**src/mmu_pkg.sv**
```systemverilog
// Shared sizes, EntryLo/EntryHi field positions and address views for the data-side MMU

package mmu_pkg;

    // ************************************************************************
    // Sizes and widths
    // ************************************************************************

    localparam int TLB_ENTRIES = 16;
    localparam int TLB_IDX_W   = 4;
    localparam int VPN2_W      = 19;
    localparam int PFN_W       = 20;
    localparam int ASID_W      = 8;
    localparam int PAGE_OFS_W  = 12;
    localparam int CATTR_W     = 3;

    // ************************************************************************
    // Field positions in the EntryLo and EntryHi words
    // ************************************************************************

    // EntryLo carries PFN in 25..6, C in 5..3, then D, V and G
    localparam int LO_PFN_LSB = 6;
    localparam int LO_C_LSB   = 3;
    localparam int LO_D_BIT   = 2;
    localparam int LO_V_BIT   = 1;
    localparam int LO_G_BIT   = 0;

    // EntryHi has VPN2 on top at the same place as in a virtual address
    localparam int HI_ASID_LSB = 0;

    // ************************************************************************
    // Segment and cache attribute codes
    // ************************************************************************

    localparam logic [2:0] SEG_KSEG0 = 3'b100;
    localparam logic [2:0] SEG_KSEG1 = 3'b101;

    localparam logic [CATTR_W-1:0] CACHE_ATTR_CACHED = 3'd3;

    // ************************************************************************
    // Virtual address, seen either by segment or by page
    // ************************************************************************

    typedef struct packed {
        logic [2:0]  seg;
        logic [28:0] seg_ofs;
    } vaddr_seg_t;

    typedef struct packed {
        logic [VPN2_W-1:0]     vpn2;
        logic                  odd;
        logic [PAGE_OFS_W-1:0] page_ofs;
    } vaddr_page_t;

    typedef union packed {
        vaddr_seg_t  segment;
        vaddr_page_t page;
    } vaddr_u;

endpackage

```
**src/mips_tlb_top.sv**
```systemverilog
// Data-side MMU top level with the write controller, the TLB entry array and the selector

`timescale 1ns/1ps

module mips_tlb_top (
    input  logic                           clk,
    input  logic                           arst_n_i,

    input  logic                           wr_en_i,
    input  logic                           wr_random_i,
    input  logic [mmu_pkg::TLB_IDX_W-1:0]  wr_index_i,
    input  logic [31:0]                    entry_hi_i,
    input  logic [31:0]                    entry_lo0_i,
    input  logic [31:0]                    entry_lo1_i,

    input  logic                           lookup_en_i,
    input  mmu_pkg::vaddr_u                lookup_vaddr_i,
    input  logic                           lookup_store_i,
    input  logic [mmu_pkg::ASID_W-1:0]     lookup_asid_i,

    output logic                           rsp_valid_o,
    output logic [31:0]                    rsp_paddr_o,
    output logic                           rsp_cached_o,
    output logic                           rsp_refill_o,
    output logic                           rsp_invalid_o,
    output logic                           rsp_modified_o
);

    import mmu_pkg::*;

    logic [TLB_ENTRIES-1:0]              slot_we;
    logic [TLB_ENTRIES-1:0]              hit;
    logic [TLB_ENTRIES-1:0][PFN_W-1:0]   pfn;
    logic [TLB_ENTRIES-1:0][CATTR_W-1:0] cattr;
    logic [TLB_ENTRIES-1:0]              dirty;
    logic [TLB_ENTRIES-1:0]              valid;

    tlb_write_ctrl u_write_ctrl (
        .clk         ( clk         ),
        .arst_n_i    ( arst_n_i    ),
        .wr_en_i     ( wr_en_i     ),
        .wr_random_i ( wr_random_i ),
        .wr_index_i  ( wr_index_i  ),
        .slot_we_o   ( slot_we     )
    );

    // ************************************************************************
    // Entry array sharing the write words and the lookup
    // ************************************************************************

    for (genvar i = 0; i < TLB_ENTRIES; i++) begin : g_entry
        tlb_entry u_entry (
            .clk            ( clk            ),
            .arst_n_i       ( arst_n_i       ),
            .we_i           ( slot_we[i]     ),
            .entry_hi_i     ( entry_hi_i     ),
            .entry_lo0_i    ( entry_lo0_i    ),
            .entry_lo1_i    ( entry_lo1_i    ),
            .lookup_vaddr_i ( lookup_vaddr_i ),
            .lookup_asid_i  ( lookup_asid_i  ),
            .hit_o          ( hit[i]         ),
            .pfn_o          ( pfn[i]         ),
            .cattr_o        ( cattr[i]       ),
            .dirty_o        ( dirty[i]       ),
            .valid_o        ( valid[i]       )
        );
    end

    tlb_match_select u_match_select (
        .clk            ( clk            ),
        .arst_n_i       ( arst_n_i       ),
        .lookup_en_i    ( lookup_en_i    ),
        .lookup_vaddr_i ( lookup_vaddr_i ),
        .lookup_store_i ( lookup_store_i ),
        .hit_i          ( hit            ),
        .pfn_i          ( pfn            ),
        .cattr_i        ( cattr          ),
        .dirty_i        ( dirty          ),
        .valid_i        ( valid          ),
        .rsp_valid_o    ( rsp_valid_o    ),
        .rsp_paddr_o    ( rsp_paddr_o    ),
        .rsp_cached_o   ( rsp_cached_o   ),
        .rsp_refill_o   ( rsp_refill_o   ),
        .rsp_invalid_o  ( rsp_invalid_o  ),
        .rsp_modified_o ( rsp_modified_o )
    );

endmodule

```
**src/tlb_entry.sv**
```systemverilog
// Single TLB entry holding an even/odd page pair and matching a lookup against it

`timescale 1ns/1ps

module tlb_entry (
    input  logic                          clk,
    input  logic                          arst_n_i,
    input  logic                          we_i,
    input  logic [31:0]                   entry_hi_i,
    input  logic [31:0]                   entry_lo0_i,
    input  logic [31:0]                   entry_lo1_i,
    input  mmu_pkg::vaddr_u               lookup_vaddr_i,
    input  logic [mmu_pkg::ASID_W-1:0]    lookup_asid_i,
    output logic                          hit_o,
    output logic [mmu_pkg::PFN_W-1:0]     pfn_o,
    output logic [mmu_pkg::CATTR_W-1:0]   cattr_o,
    output logic                          dirty_o,
    output logic                          valid_o
);

    import mmu_pkg::*;

    vaddr_u              hi_view;

    logic                present_q;
    logic [VPN2_W-1:0]   vpn2_q;
    logic [ASID_W-1:0]   asid_q;
    logic                global_q;

    // Index 0 is the even page, index 1 the odd page
    logic [1:0][PFN_W-1:0]   pfn_q;
    logic [1:0][CATTR_W-1:0] cattr_q;
    logic [1:0]              dirty_q;
    logic [1:0]              valid_q;

    logic                vpn2_match;
    logic                asid_match;

    // EntryHi keeps VPN2 at the same bits as a virtual address
    assign hi_view = entry_hi_i;

    // ************************************************************************
    // Storage
    // ************************************************************************

    always_ff @(posedge clk or negedge arst_n_i) begin
        if (!arst_n_i) begin
            present_q <= 1'b0;
        end else if (we_i) begin
            present_q <= 1'b1;
        end
    end

    always_ff @(posedge clk) begin
        if (we_i) begin
            vpn2_q     <= hi_view.page.vpn2;
            asid_q     <= entry_hi_i[HI_ASID_LSB +: ASID_W];
            global_q   <= entry_lo0_i[LO_G_BIT] & entry_lo1_i[LO_G_BIT];
            pfn_q[0]   <= entry_lo0_i[LO_PFN_LSB +: PFN_W];
            pfn_q[1]   <= entry_lo1_i[LO_PFN_LSB +: PFN_W];
            cattr_q[0] <= entry_lo0_i[LO_C_LSB +: CATTR_W];
            cattr_q[1] <= entry_lo1_i[LO_C_LSB +: CATTR_W];
            dirty_q    <= {entry_lo1_i[LO_D_BIT], entry_lo0_i[LO_D_BIT]};
            valid_q    <= {entry_lo1_i[LO_V_BIT], entry_lo0_i[LO_V_BIT]};
        end
    end

    // ************************************************************************
    // Match and half select
    // ************************************************************************

    assign vpn2_match = present_q && (vpn2_q == lookup_vaddr_i.page.vpn2);
    assign asid_match = global_q || (asid_q == lookup_asid_i);
    assign hit_o      = vpn2_match && asid_match;

    assign pfn_o   = pfn_q[lookup_vaddr_i.page.odd];
    assign cattr_o = cattr_q[lookup_vaddr_i.page.odd];
    assign dirty_o = dirty_q[lookup_vaddr_i.page.odd];
    assign valid_o = valid_q[lookup_vaddr_i.page.odd];

endmodule

```
**src/tlb_match_select.sv**
```systemverilog
// Hit priority select, segment mapping and the registered translation result

`timescale 1ns/1ps

module tlb_match_select (
    input  logic                                                 clk,
    input  logic                                                 arst_n_i,
    input  logic                                                 lookup_en_i,
    input  mmu_pkg::vaddr_u                                      lookup_vaddr_i,
    input  logic                                                 lookup_store_i,
    input  logic [mmu_pkg::TLB_ENTRIES-1:0]                      hit_i,
    input  logic [mmu_pkg::TLB_ENTRIES-1:0][mmu_pkg::PFN_W-1:0]  pfn_i,
    input  logic [mmu_pkg::TLB_ENTRIES-1:0][mmu_pkg::CATTR_W-1:0] cattr_i,
    input  logic [mmu_pkg::TLB_ENTRIES-1:0]                      dirty_i,
    input  logic [mmu_pkg::TLB_ENTRIES-1:0]                      valid_i,
    output logic                                                 rsp_valid_o,
    output logic [31:0]                                          rsp_paddr_o,
    output logic                                                 rsp_cached_o,
    output logic                                                 rsp_refill_o,
    output logic                                                 rsp_invalid_o,
    output logic                                                 rsp_modified_o
);

    import mmu_pkg::*;

    logic               any_hit;
    logic [PFN_W-1:0]   win_pfn;
    logic [CATTR_W-1:0] win_cattr;
    logic               win_dirty;
    logic               win_valid;

    logic               unmapped;
    logic [31:0]        paddr_nxt;
    logic               cached_nxt;
    logic               refill_nxt;
    logic               invalid_nxt;
    logic               modified_nxt;

    // ************************************************************************
    // Winner select
    // ************************************************************************

    // Scanning downwards lets the lowest hitting index win
    always_comb begin
        win_pfn   = '0;
        win_cattr = '0;
        win_dirty = 1'b0;
        win_valid = 1'b0;
        for (int i = TLB_ENTRIES - 1; i >= 0; i--) begin
            if (hit_i[i]) begin
                win_pfn   = pfn_i[i];
                win_cattr = cattr_i[i];
                win_dirty = dirty_i[i];
                win_valid = valid_i[i];
            end
        end
    end

    assign any_hit = |hit_i;

    // ************************************************************************
    // Segment rules
    // ************************************************************************

    assign unmapped = (lookup_vaddr_i.segment.seg == SEG_KSEG0) ||
                      (lookup_vaddr_i.segment.seg == SEG_KSEG1);

    always_comb begin
        if (unmapped) begin
            // kseg0 and kseg1 both drop the top three address bits
            paddr_nxt    = {3'b000, lookup_vaddr_i.segment.seg_ofs};
            cached_nxt   = (lookup_vaddr_i.segment.seg == SEG_KSEG0);
            refill_nxt   = 1'b0;
            invalid_nxt  = 1'b0;
            modified_nxt = 1'b0;
        end else begin
            paddr_nxt    = {win_pfn, lookup_vaddr_i.page.page_ofs};
            cached_nxt   = (win_cattr == CACHE_ATTR_CACHED);
            refill_nxt   = !any_hit;
            invalid_nxt  = any_hit && !win_valid;
            modified_nxt = any_hit && win_valid && lookup_store_i && !win_dirty;
        end
    end

    // ************************************************************************
    // Response register
    // ************************************************************************

    always_ff @(posedge clk or negedge arst_n_i) begin
        if (!arst_n_i) begin
            rsp_valid_o    <= 1'b0;
            rsp_refill_o   <= 1'b0;
            rsp_invalid_o  <= 1'b0;
            rsp_modified_o <= 1'b0;
        end else begin
            rsp_valid_o    <= lookup_en_i;
            rsp_refill_o   <= lookup_en_i & refill_nxt;
            rsp_invalid_o  <= lookup_en_i & invalid_nxt;
            rsp_modified_o <= lookup_en_i & modified_nxt;
        end
    end

    always_ff @(posedge clk) begin
        if (lookup_en_i) begin
            rsp_paddr_o  <= paddr_nxt;
            rsp_cached_o <= cached_nxt;
        end
    end

endmodule

```
**src/tlb_write_ctrl.sv**
```systemverilog
// Write controller that picks the TLB slot for indexed or random writes

`timescale 1ns/1ps

module tlb_write_ctrl (
    input  logic                             clk,
    input  logic                             arst_n_i,
    input  logic                             wr_en_i,
    input  logic                             wr_random_i,
    input  logic [mmu_pkg::TLB_IDX_W-1:0]    wr_index_i,
    output logic [mmu_pkg::TLB_ENTRIES-1:0]  slot_we_o
);

    import mmu_pkg::*;

    logic [TLB_IDX_W-1:0] random_q;
    logic [TLB_IDX_W-1:0] random_nxt;
    logic [TLB_IDX_W-1:0] target_slot;
    logic                 random_wr;

    // ************************************************************************
    // Replacement counter
    // ************************************************************************

    assign random_wr = wr_en_i & wr_random_i;

    // Counts down and wraps back to the top slot
    always_comb begin
        if (random_q == '0) begin
            random_nxt = TLB_IDX_W'(TLB_ENTRIES - 1);
        end else begin
            random_nxt = random_q - 1'b1;
        end
    end

    // Indexed writes leave the counter where it is
    always_ff @(posedge clk or negedge arst_n_i) begin
        if (!arst_n_i) begin
            random_q <= TLB_IDX_W'(TLB_ENTRIES - 1);
        end else if (random_wr) begin
            random_q <= random_nxt;
        end
    end

    // ************************************************************************
    // Slot decode
    // ************************************************************************

    assign target_slot = wr_random_i ? random_q : wr_index_i;

    // The entry stores at the same edge that samples wr_en_i
    always_comb begin
        slot_we_o = '0;
        for (int i = 0; i < TLB_ENTRIES; i++) begin
            if (wr_en_i && (target_slot == TLB_IDX_W'(i))) begin
                slot_we_o[i] = 1'b1;
            end
        end
    end

endmodule
```
**config.mk**
```make
export PLATFORM = sky130hd
export DESIGN_NAME = mips_tlb_top
export DESIGN_NICKNAME = d
export VERILOG_FILES = /design/src/mmu_pkg.sv /design/src/mips_tlb_top.sv /design/src/tlb_entry.sv /design/src/tlb_match_select.sv /design/src/tlb_write_ctrl.sv
export SDC_FILE = /design/constraint.sdc
export NUM_CORES = 1
export LEC_CHECK = 0
export BUFFER_PORTS_ARGS = -buffer_cell sky130_fd_sc_hd__buf_2
export CAP_MARGIN = 20
export CORE_ASPECT_RATIO = 0.8
export CORE_UTILIZATION = 50
export CTS_BUF_LIST = sky130_fd_sc_hd__clkbuf_8
export DETAILED_ROUTE_END_ITERATION = 12
export PLACE_DENSITY = 0.63
export SYNTH_ARGS = -nofsm -noshare
export SYNTH_HDL_FRONTEND = slang
export SYNTH_SLANG_ARGS = --single-unit
```
**constraint.sdc**
```tcl
create_clock -name clk -period 13.7 [get_ports clk]
set_input_delay 2.74 -clock clk [delete_from_list [all_inputs] [get_ports clk]]
set_output_delay 2.74 -clock clk [all_outputs]
set_load 0.005 [all_outputs]
```
### After elaboration in Yosys (flattened, before gate mapping)

Cells that the tools add are included.

* logic and storage cells: 515
* memories: 0
* bits in registers: 1305
* output and inout port bits: 37
* bits in read-only memories: 0
* input bits: 146
* RAM bits: 0
* bits in latches: 0

* shift operators: 0
* add/subtract/negate cells: 1
* divide/modulo/power cells: 0
* magnitude comparators: 1
* $mul: 0
* reduce and logical (&&, ||, !) cells: 75
* bitwise operators: 5
* multiplexer cells: 215
* eq/ne operators: 50

Operator list (number)
* $mux W20: 48
* $eq A19 B19 Y1: 16
* $mux W3: 48
* $eq A8 B8 Y1: 16
* $mux W1: 116
* $logic_and A1 B1 Y1: 52
* $eq A4 B4 Y1 const B: 8
* $mux W29: 1
* $logic_or A1 B1 Y1: 17
* $eq A4 B3 Y1 const B: 4
* $reduce_or A16 Y1: 1
* $eq A4 B2 Y1 const B: 2
* $logic_not A4 Y1: 2
* $mux W4: 2
* $eq A3 B3 Y1 const B: 2
* $and A1 B1 Y1: 5
* $eq A4 B1 Y1 const B: 1
* $sub A4 B1 Y4 const B: 1
* $eq A3 B2 Y1 const B: 1
* $logic_not A1 Y1: 3
* $lt A1 B2 Y1 const B: 1

### Longest topological paths before layout

Gate-level depths: netlist of run 1.

* depth in word-level cells: 24
* mapped depth: 14
* depth with buffers taken out: 10

### Cells and area by module

Synthesis of run 1 repeated with hierarchy kept, for this count alone.

* cell total of the unflattened synthesis: 2927
* area, all modules: 52619.2 µm²

Modules (own cells, without submodules)
* tlb_entry: area an instance 2997.9 µm², seq. area each 2367.3 µm², times used 16, cells an instance 146
* tlb_match_select: area an instance 4172.8 µm², seq. area each 1091.0 µm², times used 1, cells an instance 527
* tlb_write_ctrl: area an instance 480.5 µm², seq. area each 105.1 µm², times used 1, cells an instance 64

### Least setup slack after synthesis of run 1

No wires, ideal clock.

* path type: input port to flip-flop
* from: in wr_random_i
* to: reg g_entry[8].u_entry.asid_q[0] (enable)
* stages: 4
* path slack: 6477 ps
* data required time: 13184 ps
* arrival time: 6707 ps
* buffers on the path: 1
* setup time: 516 ps
* path through: clkbuf_1 -> a21oi_1 -> or2_2 -> nor2_1

* longest elaborated chain between the ends: 4

Ends and longest elaborated chain
* start, declared: RTL line mips_tlb_top.sv:10 `input logic wr_random_i,`
* $mux W4: RTL line tlb_write_ctrl.sv:49 `assign target_slot = wr_random_i ? random_q : wr_index_i;`
* $eq A4 B4 Y1: RTL line tlb_write_ctrl.sv:55 `if (wr_en_i && (target_slot == TLB_IDX_W'(i))) begin`
* $logic_and A1 B1 Y1: RTL line tlb_write_ctrl.sv:55
* $mux W1: RTL line tlb_write_ctrl.sv:55
* named net g_entry[8].u_entry.we_i: RTL line tlb_entry.sv:8 `input logic we_i,`
* end signal, assigned: RTL line tlb_entry.sv:57 `asid_q <= entry_hi_i[HI_ASID_LSB +: ASID_W];`
* end, declared: RTL line tlb_entry.sv:27 `logic [ASID_W-1:0] asid_q;`

The timed path passes the listed nets, and every way through them passes these cells.
A chain may end at the register's enable or synchronous reset.

### Worst setup path after layout of run 1

* from: in lookup_asid_i[4] (netlist name)
* to: reg u_match_select.rsp_modified_o

* longest elaborated chain between the ends: 24
* elaborated cells on any way between the ends: 87
* those cells by class: eq/ne: 16; mux: 33; bitwise: 1; reduce/logical: 37

Ends and longest elaborated chain
* start, declared: RTL line mips_tlb_top.sv:19 `input logic [mmu_pkg::ASID_W-1:0] lookup_asid_i,`
* $eq A8 B8 Y1: RTL line tlb_entry.sv:73 `assign asid_match = global_q || (asid_q == lookup_asid_i);`
* $logic_or A1 B1 Y1: RTL line tlb_entry.sv:73
* $logic_and A1 B1 Y1: RTL line tlb_entry.sv:74 `assign hit_o = vpn2_match && asid_match;`
* $mux W1 (16 in series): RTL line tlb_match_select.sv:50 `if (hit_i[i]) begin`
* $logic_and A1 B1 Y1 (2 in series): RTL line tlb_match_select.sv:81 `modified_nxt = any_hit && win_valid && lookup_store_i && !win_dirty;`
* $logic_and A1 B1 Y1 *: RTL line tlb_match_select.sv:81
* $mux W1 *: RTL line tlb_match_select.sv:69 `if (unmapped) begin`
* $and A1 B1 Y1 *: RTL line tlb_match_select.sv:99 `rsp_modified_o <= lookup_en_i & modified_nxt;`
* end signal, assigned: RTL line tlb_match_select.sv:99
* end, declared: RTL line tlb_match_select.sv:21 `output logic rsp_modified_o`

Mark *: on every way between the ends. The rest lies on a longest branch, timed or not.

==> metrics.yaml, run 1 <==
status: "completed"
crit_arrival_ns: 7.25
grtUsageTotal_pct: 26.9
first_pass_iters: 5
synth_nets: 3394
seq_area_frac_synth_pct: 73.4
synthFlopType: "edfxtp_1"
synth_edf_count: 1281
leakage_uw: 0.0200
yosys-top-cells-area: "edfxtp_1 72%, mux2i_1 5.5%, xor2_1 5.1%, xnor2_1 2.0%, mux2_2 1.6%"
p_clk_share_pct: 35.8
cts.sinks: 1305
met2_length_mm: 65.7
hold_path_class: "reg -> reg"
die_area_um2: 108000
core_area_um2: 105000
finalPower_uw: 8190
synth.most_common_cell: "edfxtp_1"
drc: 0
overflow: 0
post-route-util_pct: 56.5
drt_iter0_drc: 3527
netlist_area_um2: 53300
yosys_warnings: 0
rows: 106
met1Wirelength_mm: 62.6
rsz0062_at_grt: "no"
finalSetupViolCount: 0
vias_per_cell: 6.03
finalWirelength_mm: 145
fp.dieW_um: 367
die_y_um: 294
vias: 30600
power_frac_comb_pct: 7.3
ir_drop_mv: 0.0895
top_layer_used: "met5"
slew_headroom_pct: 10.5
ys_ff_latch: 1305
postRouteAntennaNets: 0
syn_avg_cell_area_um2: 16.4
io_pins: 183
min_period_ns: 6.52
postCtsHoldBufs: 0
critPathKind: "in -> reg"
yosysTopAreaCellShare_pct: 72.2
drv_cap: 0
worst_setup_path_start_kind: "primary input"
insertion_delay_ns: 0.88
first_global_vias: 30600
p_switching_uw: 1990
r2r-start: "g_entry[1].u_entry.asid_q[4]"
cts_max_level: 4
cp_slowest_cell: "or4_1"
holdPathStages: 1
crit_chain: "buf_2 > xor2_1 > nor4_1 > a21oi_1 > or4_1 > buf_4 > nand2_2 > o21ai_0 > a221oi_1 > a2111oi_2"
antenna_found_initial: 16
hold_viol: 0
clockBufferDepth: 3
fin_nets: 3648
cp_top_family: "simple AND/OR/NAND/NOR gates"
grt_pass1_wl_mm: 208
pwr_density_cell_nw_per_um2: 138
drv_slew: 0
end_kind: "flop"
hpwl_mm: 78.5
wl_per_cell_um: 28.6
finClkSkew_ns: 0.0388
cts_tree: "yes"
postSynth.asyncResetShare_pct: 1.84
post_cts_resized: 0
start_util_pct: 50.7
seq_power_share_pct: 57.0
cp_max_fo: 21
cpPeakStageDelay_ns: 1.05
switching_share_pct: 24.3
max_freq_mhz: 153
postCtsSetupRepairBufs: 0
syn_to_final_growth_pct: 11.5
crit_buf_inv: 2
grt_max_degree: 153
worstHoldStart: "g_entry[0].u_entry.present_q"
drive_gt1_share_pct: 16.7
crit_start: "lookup_asid_i[4]"
place.gp.congestion: 0.836
required_ns: 14.44
cts_buffers: 196
fin_setup_tns_ns: 0
netlist_instances: 3246
ys_types: 69
worstMarginPinSlew_ns: 1.34
yosys.area.top_type: "edfxtp_1"
met3_length_mm: 13.7
synth_commonest_cells: "1,281 x edfxtp_1, 312 x xor2_1, 292 x mux2i_1, 120 x nand2_1, 120 x xnor2_1"
clockRootBuffer: "clkbuf_8"
cts.clk_slew.worst_paths_ns: 0.07
cp_num_cells: 10
fin_crit_sh_pct: 47.6
intPower_uw: 6200
port_buffers: 165
r2r_cells: 9
[cell type report]
| cell class | instances | area (um^2) |
|---|---|---|
| well taps | 1404 | 1760 |
| flip-flops and latches | 1305 | 39100 |
| multi-input cells | 1760 | 13600 |
| diodes | 3 | 7.51 |
| inverters | 14 | 52.6 |
| repair buffers | 223 | 1310 |
| clock buffers | 204 | 2810 |
| clock inverters | 160 | 767 |
| fillers | 8159 | 45700 |
[final timing paths]
| kind | slack [ns] | endpoint |
|---|---|---|
| max in group asynchronous | 11.00 | g_entry[14].u_entry.present_q |
| max reg2reg | 9.16 | u_match_select.rsp_modified_o |
| min reg2reg | 0.47 | g_entry[0].u_entry.present_q |
| min | 0.47 | g_entry[0].u_entry.present_q |
| min in group asynchronous | 2.04 | g_entry[9].u_entry.present_q |
| max | 7.18 | u_match_select.rsp_modified_o |
[registers in the layout (all words and copies together), names as in the netlist, 4 cells and up]
register and count:
g_entry.u_entry.dirty_q 32, u_match_select.rsp_paddr_o 32, g_entry.u_entry.valid_q 32, g_entry.u_entry.vpn2_q 304, g_entry.u_entry.present_q 16, g_entry.u_entry.pfn_q 640
g_entry.u_entry.global_q 16, u_write_ctrl.random_q 4, g_entry.u_entry.asid_q 128, g_entry.u_entry.cattr_q 96
[power by group through the flow]
stage               Clock (uW)  Sequential (uW)  Combinational [uW]
floorplan                    0             4750                 336
global placement             0             4740                 569
detailed placement           0             4750                 588
CTS                       2980             4670                 590
global route              3150             4680                 631
finish                    2930             4670                 594
[kinds of logic after synthesis]
kind of cell,Yosys count,share of synthesized area [%]
flops,1305,73.4
simple gates,585,5.92
xor+xnor,432,7.10
compound gates,371,4.91
mux,370,7.14
buf+inv,181,1.52
fa+ha+maj,2,0.0470
[metrics by stage]
step                      std cells  hold WS (ns)  area, um^2  setup slack (ns)
after floorplan                3246         0.439       53300              6.48
after global placement         4703         0.453       55700              6.37
after detailed placement       4703         0.455       55700              6.35
after CTS                      5067         0.469       59300              7.30
after global routing           5072         0.494       59400              7.11
final                          5073         0.466       59400              7.18
[per-layer routing]
layer	GRT usage, %	vias to the layer above
met3	5.49	206
met2	41.0	1511
met5	0	-
li1	-	13200
met1	39.4	15700
met4	7.62	4
[cells in the final DEF (no fill, tap or decap), types with 6 or more instances in the layout]
| master | instances |
|---|---|
| or4_1 | 12 |
| nor3_1 | 39 |
| nand2b_1 | 6 |
| a31oi_1 | 50 |
| o21a_1 | 33 |
| mux2i_1 | 292 |
| a211oi_1 | 11 |
| and3_1 | 10 |
| a21oi_1 | 62 |
| o311ai_1 | 17 |
| nor4_1 | 112 |
| o21ai_0 | 59 |
| clkbuf_8 | 204 |
| nand4_1 | 53 |
| buf_2 | 165 |
| o211ai_1 | 8 |
| dfrtp_1 | 20 |
| nor2_1 | 87 |
| xnor2_1 | 120 |
| edfxtp_1 | 1281 |
| nand3_1 | 36 |
| clkinv_1 | 56 |
| buf_4 | 54 |
| o2111ai_1 | 18 |
| nand2_1 | 118 |
| o221ai_1 | 28 |
| mux2_2 | 78 |
| nand4b_1 | 13 |
| clkinv_2 | 25 |
| a211o_1 | 7 |
| a221o_1 | 17 |
| o21ai_1 | 8 |
| or2_2 | 18 |
| xor2_1 | 312 |
| o31ai_1 | 19 |
| nor2_4 | 18 |
| nor4b_1 | 16 |
| nor2b_1 | 17 |
| inv_1 | 77 |
Power figures use the tool's default switching activity.
==> run 2: changes to the inputs <==
--- a/config.mk
+++ b/config.mk
@@ -5,13 +5,14 @@
 export SDC_FILE = /design/constraint.sdc
 export NUM_CORES = 1
 export LEC_CHECK = 0
+export ABC_AREA = 1
 export BUFFER_PORTS_ARGS = -buffer_cell sky130_fd_sc_hd__buf_2
 export CAP_MARGIN = 20
 export CORE_ASPECT_RATIO = 0.8
 export CORE_UTILIZATION = 50
 export CTS_BUF_LIST = sky130_fd_sc_hd__clkbuf_8
 export DETAILED_ROUTE_END_ITERATION = 12
-export PLACE_DENSITY = 0.63
+export PLACE_DENSITY = 0.66
 export SYNTH_ARGS = -nofsm -noshare
 export SYNTH_HDL_FRONTEND = slang
 export SYNTH_SLANG_ARGS = --single-unit
==> constraint.sdc (replaced) <==
create_clock -name clk -period 5.5 [get_ports clk]
set_input_delay 1.1 -clock clk [delete_from_list [all_inputs] [get_ports clk]]
set_output_delay 1.1 -clock clk [all_outputs]
set_load 0.005 [all_outputs]
==> run 2 against run 1 <==
  * Power rose by 150%
  * Wire length rose by 2.4%
  * Synthesized cell count rose by 46%
  * First-iteration DRC count rose by 11%
  * Count of clock-buffer cells in the layout rose by 3
  * Cell count rose by 30%
  * Clock power rose by 150%
  * Combinational power rose by 140%
  * Critical path type unchanged
==> metrics.yaml, run 2 <==
status: "completed"
max_freq_mhz: 242
top_regs: "g_entry.u_entry.pfn_q x640, g_entry.u_entry.vpn2_q x304, g_entry.u_entry.asid_q x128"
slew_headroom_pct: 34.1
synth_commonest_cells: "1,629 x nand2_1, 1,281 x edfxtp_1, 391 x inv_1, 268 x o21ai_0, 206 x nor2_1"
switching_share_pct: 24.3
cts_tree: "yes"
wl_per_cell_um: 22.6
finalSetupViolCount: 0
postCtsHoldBufs: 0
p_clk_share_pct: 35.8
yosys.area.top_type: "edfxtp_1"
critPathKind: "in -> reg"
die_area_um2: 112000
leakage_uw: 0.0236
intPower_uw: 15300
largest-register: "g_entry.u_entry.pfn_q"
r2r_cells: 27
layout_common_cells: "1,622 x nand2_1, 1,281 x edfxtp_1, 469 x inv_1"
crit_start: "lookup_vaddr_i[14]"
crit_buf_inv: 8
port_buffers: 165
drc: 0
synth_edf_count: 1281
clockBufferDepth: 3
worst_setup_path_start_kind: "primary input"
io_pins: 183
setup_ws_ns: 1.38
finalWirelength_mm: 148
r2r-start: "g_entry[12].u_entry.vpn2_q[16]"
place_ws_ns: 0.519
fin_setup_tns_ns: 0
fill_cells: 8942
synthFlopType: "edfxtp_1"
yosysTopAreaCellShare_pct: 69.7
layout.cells.non_filler: 6581
rows: 108
grtUsageTotal_pct: 26.7
vias_per_cell: 5.43
seq_power_share_pct: 57.1
drv_slew: 0
die_y_um: 299
core_area_um2: 109000
first_global_vias: 34100
synth_nets: 4881
ys_types: 52
crit_arrival_ns: 4.89
cp_slowest_cell: "inv_2"
yosys-top-cells-area: "edfxtp_1 70%, nand2_1 11%, inv_1 2.7%, o21ai_0 2.4%, xnor2_1 1.6%"
postCtsSetupRepairBufs: 0
hold_path_class: "in -> async"
finClkSkew_ns: 0.0696
fin_crit_sh_pct: 75.0
drive_gt1_share_pct: 12.3
insertion_delay_ns: 0.92
seq_area_frac_synth_pct: 70.8
cpPeakStageDelay_ns: 0.33
syn_to_final_growth_pct: 11.3
cp-endpoint: "u_match_select.rsp_cached_o"
largest_register_ffs: 640
p_switching_uw: 4930
grt_pass1_wl_mm: 218
power_frac_comb_pct: 7.1
clockRootBuffer: "clkbuf_8"
drt_iter0_drc: 3900
yosys_warnings: 0
cp_top_family: "buffers and inverters"
cts_buffers: 198
place.gp.congestion: 0.861
netlist_instances: 4733
dp_cells: 6230
rrSetupSlack_ns: 1.67
post_cts_resized: 0
postRouteAntennaNets: 0
cp_common_cell: "nand2_1"
fin_nets: 5148
ys_ff_latch: 1305
rsz0062_at_grt: "no"
final_common_cell: "nand2_1"
overflow: 0
synth.most_common_cell: "nand2_1"
end_kind: "flop"
pwr_density_cell_nw_per_um2: 330
postSynth.asyncResetShare_pct: 1.84
antenna_found_initial: 13
hold_viol: 0
drv_cap: 0
hpwl_mm: 85.6
first_pass_iters: 5
min_period_ns: 4.12
worstMarginPinSlew_ns: 0.989
start_util_pct: 50.7
fp.dieW_um: 374
cp_max_fo: 20
vias: 35700
ir_drop_mv: 0.261
cts.clk_slew.worst_paths_ns: 0.07
required_ns: 6.27
cts_max_level: 4
grt_max_degree: 119
cp_num_cells: 27
r2r-end: "u_match_select.rsp_cached_o"
cts.sinks: 1305
syn_avg_cell_area_um2: 11.7
netlist_area_um2: 55200
## run 2: power by group through the flow
stage / Combinational [uW] / Clock [uW] / Sequential (uW)
CTS: 1430 / 7370 / 11600
finish: 1440 / 7260 / 11600
floorplan: 793 / 0 / 11800
global placement: 1390 / 0 / 11800
global route: 1560 / 7810 / 11600
detailed placement: 1430 / 0 / 11800
## run 2: cell families (layout without fill, tap and decap cells)
family / Yosys count / in the layout / synth area share (%)
AO/OA/AOI/OAI: 450 / 450 / 4.82
XOR/XNOR: 204 / 204 / 3.24
adder cells (fa/ha/maj): 2 / 2 / 0.0453
buffers and inverters: 628 / 1044 / 4.95
flip-flops: 1305 / 1305 / 70.8
multiplexers: 60 / 60 / 1.13
other: 0 / 2 / 0
AND/OR/NAND/NOR: 2084 / 2084 / 15.1
## run 2: worst min path at each step
stage | slack [ns] | start | end | cells after the start
3_5_place_dp | 0.45 | g_entry[0].u_entry.present_q | g_entry[0].u_entry.present_q | 1
2_1_floorplan | 0.43 | g_entry[4].u_entry.present_q | g_entry[4].u_entry.present_q | 2
3_3_place_gp | 0.44 | g_entry[11].u_entry.present_q | g_entry[11].u_entry.present_q | 2
6_report | 0.34 | arst_n_i | g_entry[7].u_entry.present_q | 1
4_1_cts | 0.27 | lookup_vaddr_i[6] | u_match_select.rsp_paddr_o[6] | 1
5_1_grt | 0.32 | lookup_vaddr_i[3] | u_match_select.rsp_paddr_o[3] | 1
## run 2: area by class of cell
cell class                      count  area, um^2  share of cell area [%]
Clock inverter                    142         654                    1.07
Timing Repair Buffer              284        1950                    3.18
Sequential cell                  1305       39100                    63.6
Tap cell                         1430        1790                    2.91
Antenna cell                        2        5.00                 0.00815
Clock buffer                      207        2850                    4.64
Inverter                          411        1560                    2.54
Multi-Input combinational cell   2800       13600                    22.1
## run 2: routing by layer
layer	routed length, um	up-vias	track usage, %
met5	64	-	0
met4	4490	10	9.91
met3	16900	295	8.29
met2	64700	1661	39.7
met1	62300	17200	37.0
li1	-	16600	-
## run 2: stage by stage
step,util [%],power [uW],area [um^2],hold slack (ns)
finish,56.4,20300,61400,0.344
global route,56.4,21000,61400,0.323
floorplan,-,12600,55300,0.427
global placement,53.2,13200,57900,0.445
detailed placement,53.2,13200,57900,0.446
CTS,56.4,20400,61400,0.275
